<file path="src/hw/charset.hex">
// 64 glyphs x 8 lines, one byte per glyph line, bit 0 is the leftmost pixel
// each row holds two glyphs, glyph 2n in the first 8 bytes and glyph 2n+1 in the last 8
00 00 00 00 00 00 00 00 18 3c 66 7e 66 66 66 00
3e 66 66 3e 66 66 3e 00 3c 66 06 06 06 66 3c 00
1e 36 66 66 66 36 1e 00 7e 06 06 1e 06 06 7e 00
7e 06 06 1e 06 06 06 00 3c 66 06 76 66 66 3c 00
66 66 66 7e 66 66 66 00 3c 18 18 18 18 18 3c 00
60 60 60 60 60 66 3c 00 66 36 1e 0e 1e 36 66 00
06 06 06 06 06 06 7e 00 c6 ee fe d6 c6 c6 c6 00
66 6e 7e 7e 76 66 66 00 3c 66 66 66 66 66 3c 00
3e 66 66 3e 06 06 06 00 3c 66 66 66 66 3c 70 00
3e 66 66 3e 1e 36 66 00 3c 66 06 3c 60 66 3c 00
7e 18 18 18 18 18 18 00 66 66 66 66 66 66 3c 00
66 66 66 66 66 3c 18 00 c6 c6 c6 d6 fe ee c6 00
66 66 3c 18 3c 66 66 00 66 66 66 3c 18 18 18 00
7e 60 30 18 0c 06 7e 00 3c 0c 0c 0c 0c 0c 3c 00
00 06 0c 18 30 60 00 00 3c 30 30 30 30 30 3c 00
18 3c 7e 18 18 18 18 00 00 00 00 00 00 00 ff 00
00 00 00 00 00 00 00 00 18 18 18 18 00 00 18 00
66 66 66 00 00 00 00 00 66 66 ff 66 ff 66 66 00
18 7c 06 3c 60 3e 18 00 46 66 30 18 0c 66 62 00
1c 36 1c 6e 3b 33 6e 00 18 18 0c 00 00 00 00 00
30 18 0c 0c 0c 18 30 00 0c 18 30 30 30 18 0c 00
00 66 3c ff 3c 66 00 00 00 18 18 7e 18 18 00 00
00 00 00 00 00 18 18 0c 00 00 00 7e 00 00 00 00
00 00 00 00 00 18 18 00 00 60 30 18 0c 06 00 00
3c 66 76 7e 6e 66 3c 00 18 1c 18 18 18 18 7e 00
3c 66 60 30 0c 06 7e 00 3c 66 60 38 60 66 3c 00
30 38 3c 36 7e 30 30 00 7e 06 3e 60 60 66 3c 00
3c 66 06 3e 66 66 3c 00 7e 66 30 18 18 18 18 00
3c 66 66 3c 66 66 3c 00 3c 66 66 7c 60 66 3c 00
00 00 18 00 00 18 00 00 00 00 18 00 00 18 18 0c
70 18 0c 06 0c 18 70 00 00 00 7e 00 7e 00 00 00
0e 18 30 60 30 18 0e 00 3c 66 60 30 18 00 18 00

</file>
<file path="src/hw/vtl_pkg.sv">
/* shared raster constants, palette, enums and structs for the text-mode video core;
   modules pull these in with a wildcard import in their header */
package vtl_pkg;

	// horizontal timing in F14M pixel clocks
	localparam logic [9:0] HSW       = 10'd66;   // hsync width
	localparam logic [9:0] HBP       = 10'd78;   // back porch
	localparam logic [9:0] HFP       = 10'd10;   // front porch
	localparam logic [9:0] H_VISIBLE = 10'd798;
	localparam logic [9:0] H_TOTAL   = 10'd952;  // 14.78 MHz / (952 * 312) ~ 49.7 Hz

	localparam logic [9:0] V_TOTAL     = 10'd312;
	localparam logic [9:0] VSYNC_LINES = 10'd2;

	localparam logic [9:0] ACTIVE_WIDTH  = 10'd640;
	localparam logic [9:0] ACTIVE_HEIGHT = 10'd192;
	localparam logic [9:0] LEFT_BORDER   = 10'd72;
	localparam logic [9:0] TOP_BORDER    = 10'd64;
	localparam logic [9:0] ACTIVE_X0     = HSW + HBP + LEFT_BORDER;  // 216

	// first video RAM read of a line, row base goes out here
	localparam logic [9:0] LOAD_COL_TEXT80 = ACTIVE_X0 - 10'd9;   // 207
	localparam logic [9:0] LOAD_COL_TEXT40 = ACTIVE_X0 - 10'd17;  // 199
	localparam logic [9:0] FETCH_SPAN      = 10'd632;  // 80 reads, 8 clocks apart

	// 12-bit rgb, 4 bits per gun
	localparam logic [11:0] PALETTE [16] = '{
		12'h000,  // black
		12'h00f,  // blue
		12'h080,  // green
		12'h09f,  // cyan
		12'h600,  // red
		12'h83f,  // magenta
		12'h780,  // yellow
		12'hccc,  // light grey
		12'h667,  // dark grey
		12'h88f,  // bright blue
		12'h5e3,  // bright green
		12'h8cf,  // bright cyan
		12'hf59,  // bright red
		12'hf9f,  // bright magenta
		12'hee6,  // bright yellow
		12'hfff   // white
	};

	localparam logic [3:0] RESET_BORDER        = 4'd10;
	localparam logic [3:0] RESET_FG            = 4'd15;
	localparam logic [3:0] RESET_BG            = 4'd1;
	localparam logic [3:0] FORCED_BLANK_COLOUR = 4'd12;

	localparam logic [7:0] PORT_MODE    = 8'h44;
	localparam logic [7:0] PORT_COLOURS = 8'h45;

	localparam int    CHARSET_GLYPHS = 64;
	localparam string CHARSET_FILE   = "/design/src/hw/charset.hex";

	// hcnt[2:0], T0..T3 video owns the bus, T4..T7 the cpu
	typedef enum logic [2:0] {
		SLOT_T0, SLOT_T1, SLOT_T2, SLOT_T3,
		SLOT_T4, SLOT_T5, SLOT_T6, SLOT_T7
	} slot_t;

	typedef enum logic {
		MODE_TEXT40 = 1'b0,
		MODE_TEXT80 = 1'b1
	} text_mode_t;

	typedef struct packed {
		text_mode_t mode;
		logic       page_7;  // video RAM in page 7, else page 3
		logic [3:0] border;
		logic [3:0] fg;      // TEXT80 colours
		logic [3:0] bg;
	} vdc_config_t;

	localparam vdc_config_t RESET_CONFIG = '{
		mode: MODE_TEXT80, page_7: 1'b1, border: RESET_BORDER, fg: RESET_FG, bg: RESET_BG
	};

	typedef struct packed {
		logic       valid;
		logic [7:0] port;
		logic [7:0] data;
	} port_write_t;

	typedef struct packed {
		logic [9:0] hcnt;
		logic [9:0] vcnt;
		logic [7:0] ycnt;       // line within the active area
		logic       in_blank;
		logic       in_border;
		slot_t      phase;
	} raster_t;

endpackage

</file>
<file path="src/hw/vtl_charset_rom.sv">
`timescale 1ns/1ps
/* charset ROM, 64 glyphs x 8 lines, registered output one clock after addr */
module vtl_charset_rom import vtl_pkg::*; (
	input  logic       F14M,
	input  logic [8:0] addr,   // glyph * 8 + line
	output logic [7:0] q
);
	logic [7:0] mem [CHARSET_GLYPHS * 8];

	initial begin
		$readmemh(CHARSET_FILE, mem);
	end

	always_ff @(posedge F14M) begin
		q <= mem[addr];
	end

endmodule

</file>
<file path="src/hw/vtl_raster_timing.sv">
`timescale 1ns/1ps
/* 952 x 312 raster counters with syncs, bus slot, cpu clock enables and
   the blank and border flags that the fetch and pixel stages run from */
module vtl_raster_timing import vtl_pkg::*; (
	input  logic    F14M,
	input  logic    RESET,
	output raster_t raster,
	output logic    hsync,
	output logic    vsync,
	output logic    CPUCK,
	output logic    CPUENA
);
	logic [9:0] hcnt;
	logic [9:0] vcnt;
	logic [7:0] ycnt;
	slot_t      phase;

	always_ff @(posedge F14M) begin
		if (RESET) begin
			hcnt <= '0;
			vcnt <= '0;
			ycnt <= '0;
		end else if (hcnt == H_TOTAL - 10'd1) begin
			hcnt <= '0;
			vcnt <= (vcnt == V_TOTAL - 10'd1) ? 10'd0 : vcnt + 10'd1;
			// active line count starts with the first line below the top border
			if (vcnt == TOP_BORDER - 10'd1)
				ycnt <= '0;
			else
				ycnt <= ycnt + 8'd1;
		end else begin
			hcnt <= hcnt + 10'd1;
		end
	end

	assign phase = slot_t'(hcnt[2:0]);  // 8-clock bus cycle

	// both syncs active low
	assign hsync = !(hcnt < HSW);
	assign vsync = !(vcnt < VSYNC_LINES);

	assign CPUCK  = hcnt[1];  // F14M / 4
	assign CPUENA = (phase == SLOT_T2);

	always_comb begin
		raster.hcnt  = hcnt;
		raster.vcnt  = vcnt;
		raster.ycnt  = ycnt;
		raster.phase = phase;
		raster.in_blank = (hcnt < HSW + HBP) || (hcnt >= HSW + HBP + H_VISIBLE) ||
			(vcnt < VSYNC_LINES);
		raster.in_border = (hcnt < ACTIVE_X0) || (hcnt >= ACTIVE_X0 + ACTIVE_WIDTH) ||
			(vcnt < TOP_BORDER) || (vcnt >= TOP_BORDER + ACTIVE_HEIGHT);
	end

	// hcnt stays inside the 952-clock line
	a_hcnt_range: assert property (@(posedge F14M) disable iff (RESET)
		hcnt < H_TOTAL);

endmodule

</file>
<file path="src/hw/vtl_io_ports.sv">
`timescale 1ns/1ps
/* video configuration registers behind I/O ports 0x44 and 0x45, written by the
   cpu in its T2 slot and visible to the raster pipeline from the next clock */
module vtl_io_ports import vtl_pkg::*; (
	input  logic        F14M,
	input  logic        RESET,
	input  logic        cpu_en,   // CPUENA, cpu bus cycle in T2
	input  port_write_t port_wr,
	output vdc_config_t cfg
);
	logic wr_take;

	assign wr_take = cpu_en && port_wr.valid;

	always_ff @(posedge F14M) begin
		if (RESET) begin
			cfg <= RESET_CONFIG;
		end else if (wr_take) begin
			case (port_wr.port)
				PORT_MODE: begin
					cfg.page_7 <= !port_wr.data[3];  // bit 3 low = page 7
					cfg.mode   <= port_wr.data[0] ? MODE_TEXT80 : MODE_TEXT40;
					cfg.border <= port_wr.data[7:4];
				end
				PORT_COLOURS: begin
					cfg.fg <= port_wr.data[7:4];
					cfg.bg <= port_wr.data[3:0];
				end
				default: ;  // other ports belong elsewhere
			endcase
		end
	end

	// border follows a sampled 0x44 write and nothing else
	a_border_write: assert property (@(posedge F14M) disable iff (RESET)
		$changed(cfg.border) |-> $past(wr_take && port_wr.port == PORT_MODE));

endmodule

</file>
<file path="src/hw/vtl_text_fetch.sv">
`timescale 1ns/1ps
/* TEXT80 and TEXT40 fetch with one video RAM read per T7 and the byte latched in T0;
   the charset ROM is addressed from the latched code and feeds the shifter */
module vtl_text_fetch import vtl_pkg::*; (
	input  logic        F14M,
	input  logic        RESET,
	input  raster_t     raster,
	input  vdc_config_t cfg,
	input  logic [7:0]  vram_data,
	input  logic [7:0]  rom_q,
	output logic        vram_rd,
	output logic [17:0] vram_addr,
	output logic [8:0]  rom_addr,
	output logic [7:0]  glyph,
	output logic [7:0]  attr,
	output logic        glyph_load
);
	logic        text80;
	logic [9:0]  load_col;     // hcnt of the first read in a line
	logic        active_line;
	logic        fetch_win;
	logic [13:0] row_base;
	logic [13:0] addr_cnt;     // next offset after the row base
	logic [13:0] rd_offset;
	logic        rd_d;         // read data arrives this clock
	logic [7:0]  char_q;

	assign text80 = (cfg.mode == MODE_TEXT80);

	// TEXT40 needs char and attribute before the cell, so it starts one cell earlier
	assign load_col = text80 ? LOAD_COL_TEXT80 : LOAD_COL_TEXT40;

	assign active_line = (raster.vcnt >= TOP_BORDER) &&
		(raster.vcnt < TOP_BORDER + ACTIVE_HEIGHT);
	assign fetch_win = active_line && (raster.hcnt >= load_col) &&
		(raster.hcnt <= load_col + FETCH_SPAN);

	// row base interleaves the character lines of y
	assign row_base = {3'b111, raster.ycnt[5:3], raster.ycnt[7:6], raster.ycnt[7:6], 4'b0000};

	assign rd_offset = (raster.hcnt == load_col) ? row_base : addr_cnt;

	assign vram_rd   = fetch_win && (raster.phase == SLOT_T7);
	assign vram_addr = {(cfg.page_7 ? 4'h7 : 4'h3), rd_offset};

	always_ff @(posedge F14M) begin
		if (RESET) begin
			addr_cnt <= '0;
			rd_d     <= 1'b0;
		end else begin
			rd_d <= vram_rd;
			if (vram_rd)
				addr_cnt <= rd_offset + 14'd1;  // one step per read (char then attr in TEXT40)
		end
	end

	// T0 latch where TEXT40 alternates char (hcnt[3] set) and attribute
	always_ff @(posedge F14M) begin
		if (rd_d) begin
			if (text80 || raster.hcnt[3])
				char_q <= vram_data;
			else
				attr <= vram_data;
		end
	end

	// code taken mod 64 into 64 glyphs of 8 lines
	assign rom_addr = {char_q[5:0], raster.ycnt[2:0]};

	// ROM has held the glyph since T2 and the shifter takes it at the last clock of a cell
	assign glyph      = rom_q;
	assign glyph_load = (raster.phase == SLOT_T7) && (text80 || !raster.hcnt[3]);

	a_rd_pulse: assert property (@(posedge F14M) disable iff (RESET)
		vram_rd |=> !vram_rd);

endmodule

</file>
<file path="src/hw/vtl_pixel_out.sv">
`timescale 1ns/1ps
/* glyph shifter and pixel priority: blank, forced blank, border, text pixel;
   registered colour index looked up in the 16-entry palette */
module vtl_pixel_out import vtl_pkg::*; (
	input  logic        F14M,
	input  logic        RESET,
	input  raster_t     raster,
	input  vdc_config_t cfg,
	input  logic        blank,       // forced blank input
	input  logic [7:0]  glyph,
	input  logic [7:0]  attr,
	input  logic        glyph_load,
	output logic [5:0]  r,
	output logic [5:0]  g,
	output logic [5:0]  b
);
	logic [7:0]  shreg;   // glyph bits, LSB shown first
	logic [7:0]  attr_q;  // TEXT40 colours for the cell on screen
	logic        text80;
	logic        shift_en;
	logic [3:0]  fg;
	logic [3:0]  bg;
	logic [3:0]  pixel;
	logic [11:0] rgb;

	assign text80 = (cfg.mode == MODE_TEXT80);

	// TEXT40 doubles each bit, ACTIVE_X0 is even so odd hcnt is the second half
	assign shift_en = text80 || raster.hcnt[0];

	always_ff @(posedge F14M) begin
		if (glyph_load) begin
			shreg  <= glyph;  // wins over the shift of the last bit
			attr_q <= attr;
		end else if (shift_en) begin
			shreg <= shreg >> 1;
		end
	end

	assign fg = text80 ? cfg.fg : attr_q[7:4];
	assign bg = text80 ? cfg.bg : attr_q[3:0];

	always_ff @(posedge F14M) begin
		if (RESET)
			pixel <= 4'd0;
		else if (raster.in_blank)
			pixel <= 4'd0;                 // retrace, black
		else if (blank)
			pixel <= FORCED_BLANK_COLOUR;
		else if (raster.in_border)
			pixel <= cfg.border;
		else
			pixel <= shreg[0] ? fg : bg;
	end

	// 4 bits per gun, low two bits of the dac tied off
	assign rgb = PALETTE[pixel];
	assign r   = {rgb[11:8], 2'b00};
	assign g   = {rgb[7:4], 2'b00};
	assign b   = {rgb[3:0], 2'b00};

endmodule

</file>
<file path="src/hw/vtl_video_top.sv">
`timescale 1ns/1ps
/* video chip top: raster timing, I/O port registers, text fetch, charset ROM
   and pixel output; video RAM sits outside and answers one clock after vram_rd */
module vtl_video_top import vtl_pkg::*; (
	input  logic        F14M,       // pixel clock
	input  logic        RESET,
	input  logic        IORQ_n,
	input  logic        WR_n,
	input  logic [15:0] A,
	input  logic [7:0]  DO,         // cpu data out
	input  logic        blank,      // forced blank
	input  logic [7:0]  vram_data,
	output logic        CPUCK,
	output logic        CPUENA,
	output logic        hsync,
	output logic        vsync,
	output logic [5:0]  r,
	output logic [5:0]  g,
	output logic [5:0]  b,
	output logic        vram_rd,
	output logic [17:0] vram_addr
);
	raster_t     raster;
	vdc_config_t cfg;
	port_write_t port_wr;
	logic [8:0]  rom_addr;
	logic [7:0]  rom_q;
	logic [7:0]  glyph;
	logic [7:0]  attr;
	logic        glyph_load;

	// only the low address byte selects an I/O port
	assign port_wr = '{valid: !IORQ_n && !WR_n, port: A[7:0], data: DO};

	vtl_raster_timing u_raster (
		.F14M(F14M), .RESET(RESET), .raster(raster),
		.hsync(hsync), .vsync(vsync), .CPUCK(CPUCK), .CPUENA(CPUENA)
	);

	vtl_io_ports u_ports (
		.F14M(F14M), .RESET(RESET), .cpu_en(CPUENA), .port_wr(port_wr), .cfg(cfg)
	);

	vtl_text_fetch u_fetch (
		.F14M(F14M), .RESET(RESET), .raster(raster), .cfg(cfg),
		.vram_data(vram_data), .rom_q(rom_q),
		.vram_rd(vram_rd), .vram_addr(vram_addr), .rom_addr(rom_addr),
		.glyph(glyph), .attr(attr), .glyph_load(glyph_load)
	);

	vtl_charset_rom u_rom (
		.F14M(F14M), .addr(rom_addr), .q(rom_q)
	);

	vtl_pixel_out u_pixel (
		.F14M(F14M), .RESET(RESET), .raster(raster), .cfg(cfg), .blank(blank),
		.glyph(glyph), .attr(attr), .glyph_load(glyph_load),
		.r(r), .g(g), .b(b)
	);

endmodule

</file>
<file path="config.mk">
export PLATFORM = sky130hd
export DESIGN_NAME = vtl_video_top
export DESIGN_NICKNAME = d
export VERILOG_FILES = /design/src/hw/vtl_pkg.sv /design/src/hw/vtl_charset_rom.sv /design/src/hw/vtl_raster_timing.sv /design/src/hw/vtl_io_ports.sv /design/src/hw/vtl_text_fetch.sv /design/src/hw/vtl_pixel_out.sv /design/src/hw/vtl_video_top.sv
export SDC_FILE = /design/constraint.sdc
export NUM_CORES = 1
export LEC_CHECK = 0
export BUFFER_PORTS_ARGS = -buffer_cell sky130_fd_sc_hd__buf_4
export CAP_MARGIN = 20
export CORE_ASPECT_RATIO = 1.75
export CORE_UTILIZATION = 55
export DETAILED_ROUTE_END_ITERATION = 12
export PLACE_DENSITY = 0.8
export SLEW_MARGIN = 10
export SYNTH_ARGS = -nofsm -noshare
export SYNTH_HDL_FRONTEND = slang
export SYNTH_SLANG_ARGS = --single-unit
export TNS_END_PERCENT = 50
</file>
<file path="constraint.sdc">
create_clock -name F14M -period 4.1 [get_ports F14M]
set_clock_uncertainty 0.15 [all_clocks]
set_input_delay 0.82 -clock F14M [delete_from_list [all_inputs] [get_ports F14M]]
set_output_delay 0.82 -clock F14M [all_outputs]
set_load 0.1 [all_outputs]
</file>
==> results of run 1 <==
## per-stage QoR
stage               instance area [um^2]  std cells   util
finish                              4320        576  0.661
global route                        4320        576  0.661
CTS                                 4320        576  0.661
detailed placement                  4040        560  0.617
global placement                    4040        560  0.617
floorplan                           3750        455      -
## cells by family after synthesis
group,count (synthesis),share of synthesized area
flip-flops,65,0.371
other,2,0.00202
XOR/XNOR,22,0.0517
AO/OA/AOI/OAI,82,0.139
adder cells (fa/ha/maj),14,0.0464
AND/OR/NAND/NOR,200,0.270
buffers and inverters,50,0.0836
multiplexers,13,0.0363
## cell type report
| class | instances | area share |
|---|---|---|
| clock buffers | 10 | 0.0530 |
| clock inverters | 6 | 0.0136 |
| inverters | 15 | 0.0130 |
| multi-input cells | 340 | 0.476 |
| flip-flops and latches | 65 | 0.320 |
| well taps | 82 | 0.0237 |
| repair buffers | 58 | 0.101 |
## flip-flops by register name, indices dropped and copies added, names as in the netlist
signal,flops
u_ports.cfg,10
u_fetch.addr_cnt,14
u_raster.hcnt,10
u_raster.vcnt,10
u_fetch.attr,4
u_pixel.pixel,4
u_pixel.attr_q,4
u_fetch.rd_d,1
u_raster.ycnt,8
## layout by cell type (no fill, tap or decap), types with 9 or more instances in the layout
cell,netlist,routed
buf_4,10,58
nor2_1,57,57
dfxtp_1,57,56
nand2_1,49,49
a21oi_1,25,25
o21ai_0,23,23
nand3_1,15,15
inv_1,15,15
ha_1,13,13
xnor2_1,12,12
mux2i_1,12,12
nor3_1,12,12
nand4_1,11,11
xor2_1,10,10
and2_1,10,10
conb_1,2,9
clkbuf_16,0,9
## layer usage
metal | track usage | up-vias | part of all wire
met1 | 0.270 | 1564 | 0.37
met3 | 0.0648 | 15 | 0.048
met2 | 0.473 | 109 | 0.56
li1 | - | 1643 | -
met4 | 0.153 | 0 | 0.022
met5 | 0 | - | 0
## worst max-delay path by stage
stage                      endpoint  depth (start not counted)             from
2_1_floorplan  u_fetch.addr_cnt[12]                         14  u_ports.cfg[13]
3_3_place_gp           vram_addr[9]                          6  u_ports.cfg[13]
3_5_place_dp           vram_addr[9]                          6  u_ports.cfg[13]
4_1_cts                vram_addr[9]                          6  u_ports.cfg[13]
5_1_grt                vram_addr[8]                          8  u_ports.cfg[13]
6_report               vram_addr[9]                          6  u_ports.cfg[13]
## report_power, final
part / switching (W) / internal [W] / total (W)
Sequential: 0.00000562 / 0.000648 / 0.000653
Clock: 0.000271 / 0.000466 / 0.000736
Combinational: 0.0000778 / 0.0000246 / 0.000102
==> run_results.csv, run 1 <==
group,metric,value,unit
run_status,status,"complete, no violations",
route,via_per_inst,5.78,
timing,period_needed,3.76,ns
clocking,cts_tree,"yes",
synthesis,synth_top_area_cell,"dfxtp_1",
floorplan,die-area,0.00712,mm^2
timing,final.setup.tns,0,ns
clocking,ctsHoldBuffers,0,
critical_path,crit_path_max_incr_delay,0.54,ns
critical_path,path_cells,"inv_1 > ha_1 > or2b_2 > or3_4 > mux2_4 > buf_4",
clocking,cts_resized,0,
critical_path,cp-end-kind,"output pin",
place,gp_congestion,0.855,
worst_hold_path,holdPathEnd,"u_pixel.attr_q[3]",
timing,hold_violations,0,
route,ant_nets,0,
route,num_vias,3331,
finish,antenna_cells,0,
place,dp_hpwl,6140,um
synthesis,yosysWarnings,0,
synthesis,synth_commonest_cells,"57 x dfxtp_1, 57 x nor2_1, 49 x nand2_1, 25 x a21oi_1, 23 x o21ai_0",
critical_path,cp.required,3.13,ns
power,p_per_area,345,mW/mm^2
finish,seq_area,0.00138,mm^2
synthesis,syn_area,0.00372,mm^2
finish,area_growth,16.1,%
synthesis,avgSynthCellArea,8.31,um^2
critical_path,r2r-end,"u_fetch.addr_cnt[10]",
timing,worst_pin_slew,0.702,ns
synthesis,ys_seq_elements,65,
job,cap_violations,0,
clocking,cts_max_path_buffers,2,
timing,setup_viol,0,
critical_path,cpMaxStageDelayCell,"dfxtp_1",
critical_path,crit_family,"simple AND/OR/NAND/NOR gates",
power,worst_ir_drop_vdd,0.308,mV
worst_hold_path,hold_path_startpoint,"u_fetch.attr[3]",
clocking,clkSinkCount,65,
critical_path,reg2reg_depth,11,
critical_path,worst-path-buf-inv,2,
worst_hold_path,whs_path_depth,0,
critical_path,start_kind,"register",
synthesis,synth_ff_type,"dfxtp_1",
clocking,htreeDepth,3,
synthesis,yosysTopAreaCellShare,0.306,
finish,fillCellCount,573,
critical_path,r2r_start,"u_ports.cfg[13]",
clocking,cts.root.buffer_cell,"clkbuf_16",
route,drc,0,
grt,grt_pass1_vias,3262,
floorplan,start_util,0.570,
route,wire_per_inst,15.2,um
timing,holdWs,0.277,ns
clocking,clock_latency,0.33,ns
floorplan,pin_count,78,
timing,max_freq,266,MHz
floorplan,rows,39,
floorplan,die_x,64.2,um
timing,relSlewSlack,0.530,
route,first_pass_iters,4,
place,pre_cts_slack,0.683,ns
grt,grt_overflow,0,
clocking,post_cts.repair.setup_buffers,0,
grt,grt_max_degree,26,
timing,period_share,0.918,
grt,grt_pass1_wl,14700,um
synthesis,ys_seq_area_frac,0.371,
synthesis,synth_cells,448,
floorplan,core-area,0.00654,mm^2
finish,multi_input_area,0.00206,mm^2
place,place.port_buffers,56,
power,power,0.00149,W
timing,rsz0062_at_grt,"no",
floorplan,dieHeight,111,um
clocking,clkTransAtPathRegs,0.05,ns
route,drt_iter0_drc,138,
critical_path,arrival,2.79,ns
route,wl,8730,um
finish,finalNetCount,539,
timing,slew_violations,0,
critical_path,cp_max_fo,20,
synthesis,synth_cell_type_count,62,
worst_hold_path,hp-class,"reg -> reg",
clocking,numCtsBuffers,9,
finish,drive_gt1_frac,0.184,
timing,setup_slack,0.335,ns
critical_path,crit_type,"reg -> out",
synthesis,synthTopCellsByArea,"dfxtp_1 31%, edfxtp_1 6.4%, nor2_1 5.7%",
power,p_leak,1.83,nW
critical_path,rrSetupSlack,0.69,ns
grt,antenna_found_initial,0,
grt,grtUsageTotal,0.264,
synthesis,synth-edff-count,8,
synthesis,async_flop_share,0,
Note: power is estimated with default switching activity, not from simulation.
==> run 2, diff against run 1 <==
Settings changed: CELL_PAD_IN_SITES_DETAIL_PLACEMENT from default to 0, CELL_PAD_IN_SITES_GLOBAL_PLACEMENT from default to 2, CORE_UTILIZATION 55 to 32, PLACE_DENSITY 0.8 to default, PLACE_DENSITY_LB_ADDON from default to 0.1.
==> run 2 against run 1 <==
Net effect:
- wire length is 8.7% higher
- register-to-register slack lost 0.04 ns
- final cell count rose by 8.9%
- global-route usage down 9.9 points
- non-clock buffer count increased by 1
- sequential share of layout area shrank 0.91 points
- clock-buffer cell count down 1
- sequential power about the same
- first-iteration DRC count is 2.9% higher
- core utilization decreased by 26 points
- power increased by 10%
- worst setup slack worse by 0.015 ns
- critical endpoint unchanged
- highest routed layer unchanged
==> run_results.csv, run 2 (synthesis gave the netlist of run 1 again) <==
group,metric,value,unit
run_status,status,"complete, no violations",
finish,drive_gt1_frac,0.190,
finish,antenna_cells,0,
timing,rsz0062_at_grt,"no",
finish,finalNetCount,540,
route,via_per_inst,5.22,
timing,setup_viol,0,
timing,worst_pin_slew,0.728,ns
clocking,clkTransAtPathRegs,0.06,ns
route,drc,0,
clocking,numCtsBuffers,9,
route,first_pass_iters,5,
finish,final_cell_mix,"59 x buf_4, 57 x nor2_1, 56 x dfxtp_1",
place,place_area,0.00411,mm^2
route,drt_iter0_drc,142,
clocking,post_cts.repair.setup_buffers,0,
clocking,clkSinkCount,65,
clocking,cts_max_path_buffers,2,
grt,grt_pass1_wl,15700,um
route,wire_per_inst,15.1,um
route,num_vias,3270,
floorplan,core-area,0.0112,mm^2
power,p_per_area,369,mW/mm^2
floorplan,die_x,83.6,um
timing,hold_violations,0,
job,cap_violations,0,
worst_hold_path,hp-class,"reg -> reg",
timing,max_freq,265,MHz
timing,relSlewSlack,0.513,
critical_path,cp-end-kind,"output pin",
finish,fin_area,0.00445,mm^2
critical_path,crit_type,"reg -> out",
floorplan,dieHeight,145,um
grt,grtUsageMet3,0.0306,
floorplan,pin_count,78,
place,gp_congestion,0.789,
grt,grtUsageTotal,0.166,
clocking,cts_resized,0,
grt,grtUsageMet2,0.314,
grt,grt_overflow,0,
critical_path,start_kind,"register",
critical_path,cp_max_fo,20,
grt,grt_pass1_vias,3126,
place,place.port_buffers,56,
clocking,clock_latency,0.33,ns
route,ant_nets,0,
timing,slew_violations,0,
clocking,cts.root.buffer_cell,"clkbuf_16",
clocking,cts_tree,"yes",
finish,final_common_cell,"buf_4",
critical_path,arrival,2.81,ns
power,worst_ir_drop_vdd,0.190,mV
grt,grt_max_degree,26,
critical_path,cp.required,3.13,ns
floorplan,die-area,0.0121,mm^2
finish,area_growth,19.4,%
finish,top_register,"u_fetch.addr_cnt",
timing,period_share,0.922,
grt,grt_most_used_layer,"met2",
clocking,htreeDepth,3,
floorplan,rows,51,
power,p_leak,1.86,nW
route,wl,9490,um
floorplan,start_util,0.332,
timing,final.setup.tns,0,ns
place,dp_hpwl,6820,um
clocking,ctsHoldBuffers,0,
timing,period_needed,3.78,ns
grt,antenna_found_initial,0,
finish,largest_register_ffs,14,
grt,grt_use_met1,0.180,
-- run 2: layout make-up --
class                           instances  area, um^2
Inverter                               15        56.3
Sequential cell                        65        1380
Tap cell                              132         165
Clock inverter                          7         119
Timing Repair Buffer                   59         443
Fill cell                            1201        6780
Clock buffer                            9         225
Multi-Input combinational cell        340        2060
-- run 2: per-stage QoR --
stage                     utilization  instances  power, W  hold slack [ns]  worst slack, ns
after floorplan                     -        455  0.000747            0.250           0.0874
after global placement          0.366        611  0.000770            0.252            0.662
after detailed placement        0.366        611  0.000771            0.257            0.627
after CTS                       0.396        627   0.00167            0.270            0.281
after global routing            0.396        627   0.00169            0.279            0.200
final                           0.396        627   0.00164            0.270            0.320
-- run 2: routing by layer --
metal | share of wire | up-vias | wire [um]
met5 | 0 | - | 0
met2 | 0.54 | 76 | 5150
met4 | 0.017 | 0 | 163
met3 | 0.043 | 15 | 407
li1 | - | 1646 | -
met1 | 0.40 | 1533 | 3760
-- run 2: path summary, 6_finish.rpt --
check / from / to / slack (ns) / cells after the start
max: u_ports.cfg[13] / vram_addr[9] / 0.32 / 6
min: u_fetch.attr[2] / u_pixel.attr_q[2] / 0.27 / 0
max reg2reg: u_ports.cfg[13] / u_fetch.addr_cnt[10] / 0.65 / 11
min reg2reg: u_fetch.attr[2] / u_pixel.attr_q[2] / 0.27 / 0
-- run 2: critical path: stages (launching register included) --
cell     delay [ns]
dfxtp_1        0.56
inv_1          0.17
ha_1           0.33
or2b_2         0.34
or3_4          0.50
mux2_4         0.34
buf_4          0.23
-- run 2: report_power, final --
group          internal (W)  switching (W)
Combinational     0.0000246      0.0000789
Sequential         0.000647     0.00000532
Clock              0.000593       0.000294
Total               0.00127       0.000379
==> run 3, diff against run 2 <==
Clock period 4.1 ns to 4.2 ns, I/O delays scaled along.
==> run 3 against run 2 <==
Net effect:
- non-clock buffer count grew 1
- worst setup slack gained 0.062 ns
- largest power group unchanged
- final cell count grew 0.16%
- worst hold slack lost 0.0018 ns
- cell area shrank 0.93%
- wire length grew 3.2%
- register-to-register slack gained 0.10 ns
- die area is the same
==> run_results.csv, run 3 (synthesis gave the netlist of run 1 again) <==
group,metric,value,unit
timing,max_freq,262,MHz
clocking,post_cts.repair.setup_buffers,0,
timing,period_share,0.909,
grt,grtUsageTotal,0.170,
timing,slew_violations,0,
timing,relSlewSlack,0.479,
grt,grt_pass1_wl,15900,um
grt,grt_pass1_vias,3152,
power,pwr-share-comb,0.068,
critical_path,start_kind,"register",
clocking,htreeDepth,3,
grt,grt_overflow,0,
timing,rsz0062_at_grt,"no",
floorplan,dieHeight,145,um
power,p_seq_frac,0.428,
place,dp_hpwl,7090,um
power,p_clk_frac,0.504,
worst_hold_path,hp-class,"reg -> reg",
power,netSwitchingPower,0.000373,W
place,gp_congestion,0.783,
clocking,clock_latency,0.33,ns
critical_path,rrSetupSlack,0.75,ns
finish,multi_input_area,0.00206,mm^2
clocking,clkTransAtPathRegs,0.06,ns
clocking,ctsHoldBuffers,0,
route,wl,9800,um
critical_path,reg2reg_depth,11,
worst_hold_path,holdPathEnd,"u_pixel.attr_q[2]",
critical_path,cp_max_fo,20,
place,place.port_buffers,56,
timing,setup_viol,0,
floorplan,start_util,0.332,
timing,hold_violations,0,
route,drc,0,
finish,antenna_cells,0,
worst_hold_path,whs_path_depth,0,
timing,holdWs,0.268,ns
finish,finalNetCount,541,
critical_path,r2r-end,"u_fetch.addr_cnt[10]",
finish,seq_area,0.00138,mm^2
route,first_pass_iters,4,
floorplan,die_x,83.6,um
critical_path,r2r_start,"u_ports.cfg[13]",
finish,drive_gt1_frac,0.190,
route,num_vias,3244,
route,via_per_inst,5.17,
power,p_leak,1.84,nW
critical_path,arrival,2.83,ns
floorplan,core-area,0.0112,mm^2
run_status,status,"complete, no violations",
critical_path,cp-end-kind,"output pin",
clocking,cts_max_path_buffers,2,
worst_hold_path,hold_path_startpoint,"u_fetch.attr[2]",
grt,antenna_found_initial,0,
clocking,cts.root.buffer_cell,"clkbuf_16",
power,p_per_area,337,mW/mm^2
floorplan,die-area,0.0121,mm^2
timing,period_needed,3.82,ns
clocking,cts_tree,"yes",
job,cap_violations,0,
finish,final_cell_mix,"60 x buf_4, 57 x nor2_1, 57 x dfxtp_1",
clocking,cts_resized,0,
floorplan,rows,51,
finish,top_register,"u_fetch.addr_cnt",
floorplan,pin_count,78,
route,ant_nets,0,
critical_path,crit_type,"reg -> out",
finish,fillCellCount,1200,
finish,area_growth,18.3,%
power,worst_ir_drop_vdd,0.180,mV
critical_path,cp.required,3.21,ns
power,internal_power,0.00111,W
finish,final_common_cell,"buf_4",
power,switching_share,0.251,
timing,final.setup.tns,0,ns
finish,largest_register_ffs,14,
clocking,clkSinkCount,65,
route,drt_iter0_drc,138,
timing,worst_pin_slew,0.778,ns
route,wire_per_inst,15.6,um
finish,post-route-util,0.392,
clocking,numCtsBuffers,9,
grt,grt_max_degree,26,
-- run 3: worst max-delay path by stage --
| stage | to | from | depth (start not counted) | slack (ns) |
|---|---|---|---|---|
| finish | vram_addr[9] | u_ports.cfg[13] | 6 | 0.38 |
| global placement | vram_addr[9] | u_ports.cfg[13] | 6 | 0.76 |
| CTS | vram_addr[9] | u_ports.cfg[13] | 6 | 0.36 |
| global route | vram_addr[9] | u_ports.cfg[13] | 6 | 0.27 |
| detailed placement | vram_addr[9] | u_ports.cfg[13] | 6 | 0.73 |
| floorplan | u_fetch.addr_cnt[10] | u_raster.hcnt[1] | 12 | 0.01 |
-- run 3: worst max-delay path, cell delays in order (launching register included) --
cell	delay, ns
dfxtp_1	0.56
inv_1	0.17
ha_1	0.35
or2b_2	0.34
or3_4	0.49
mux2_4	0.34
buf_4	0.23
-- run 3: layer usage --
metal	wire length (um)	part of all wire	vias to the layer above	track usage
met3	313	0.032	11	0.0357
li1	-	-	1640	-
met1	3920	0.40	1527	0.183
met2	5390	0.55	66	0.322
met5	0	0	-	0
met4	173	0.018	0	0.0714
-- run 3: power groups by stage --
stage	clock network, W	logic, W	registers (W)
3_3_place_gp	0	0.000101	0.000650
6_report	0.000749	0.000101	0.000637
4_1_cts	0.000768	0.000102	0.000637
2_1_floorplan	0	0.0000721	0.000656
5_1_grt	0.000796	0.000107	0.000637
3_5_place_dp	0	0.000102	0.000650
-- run 3: final cells by class --
type	instances	share of cell area
Multi-Input combinational cell	340	0.467
Sequential cell	65	0.313
Timing Repair Buffer	60	0.102
Clock inverter	7	0.0162
Inverter	15	0.0128
Tap cell	132	0.0375
Clock buffer	9	0.0511
-- run 3: stage by stage --
stage	worst slack, ns	cells	cell area [um^2]	total power (W)
floorplan	0.0135	455	3750	0.000729
global placement	0.761	612	4110	0.000751
detailed placement	0.735	612	4110	0.000752
CTS	0.361	628	4410	0.00151
global route	0.269	628	4410	0.00154
finish	0.383	628	4410	0.00149
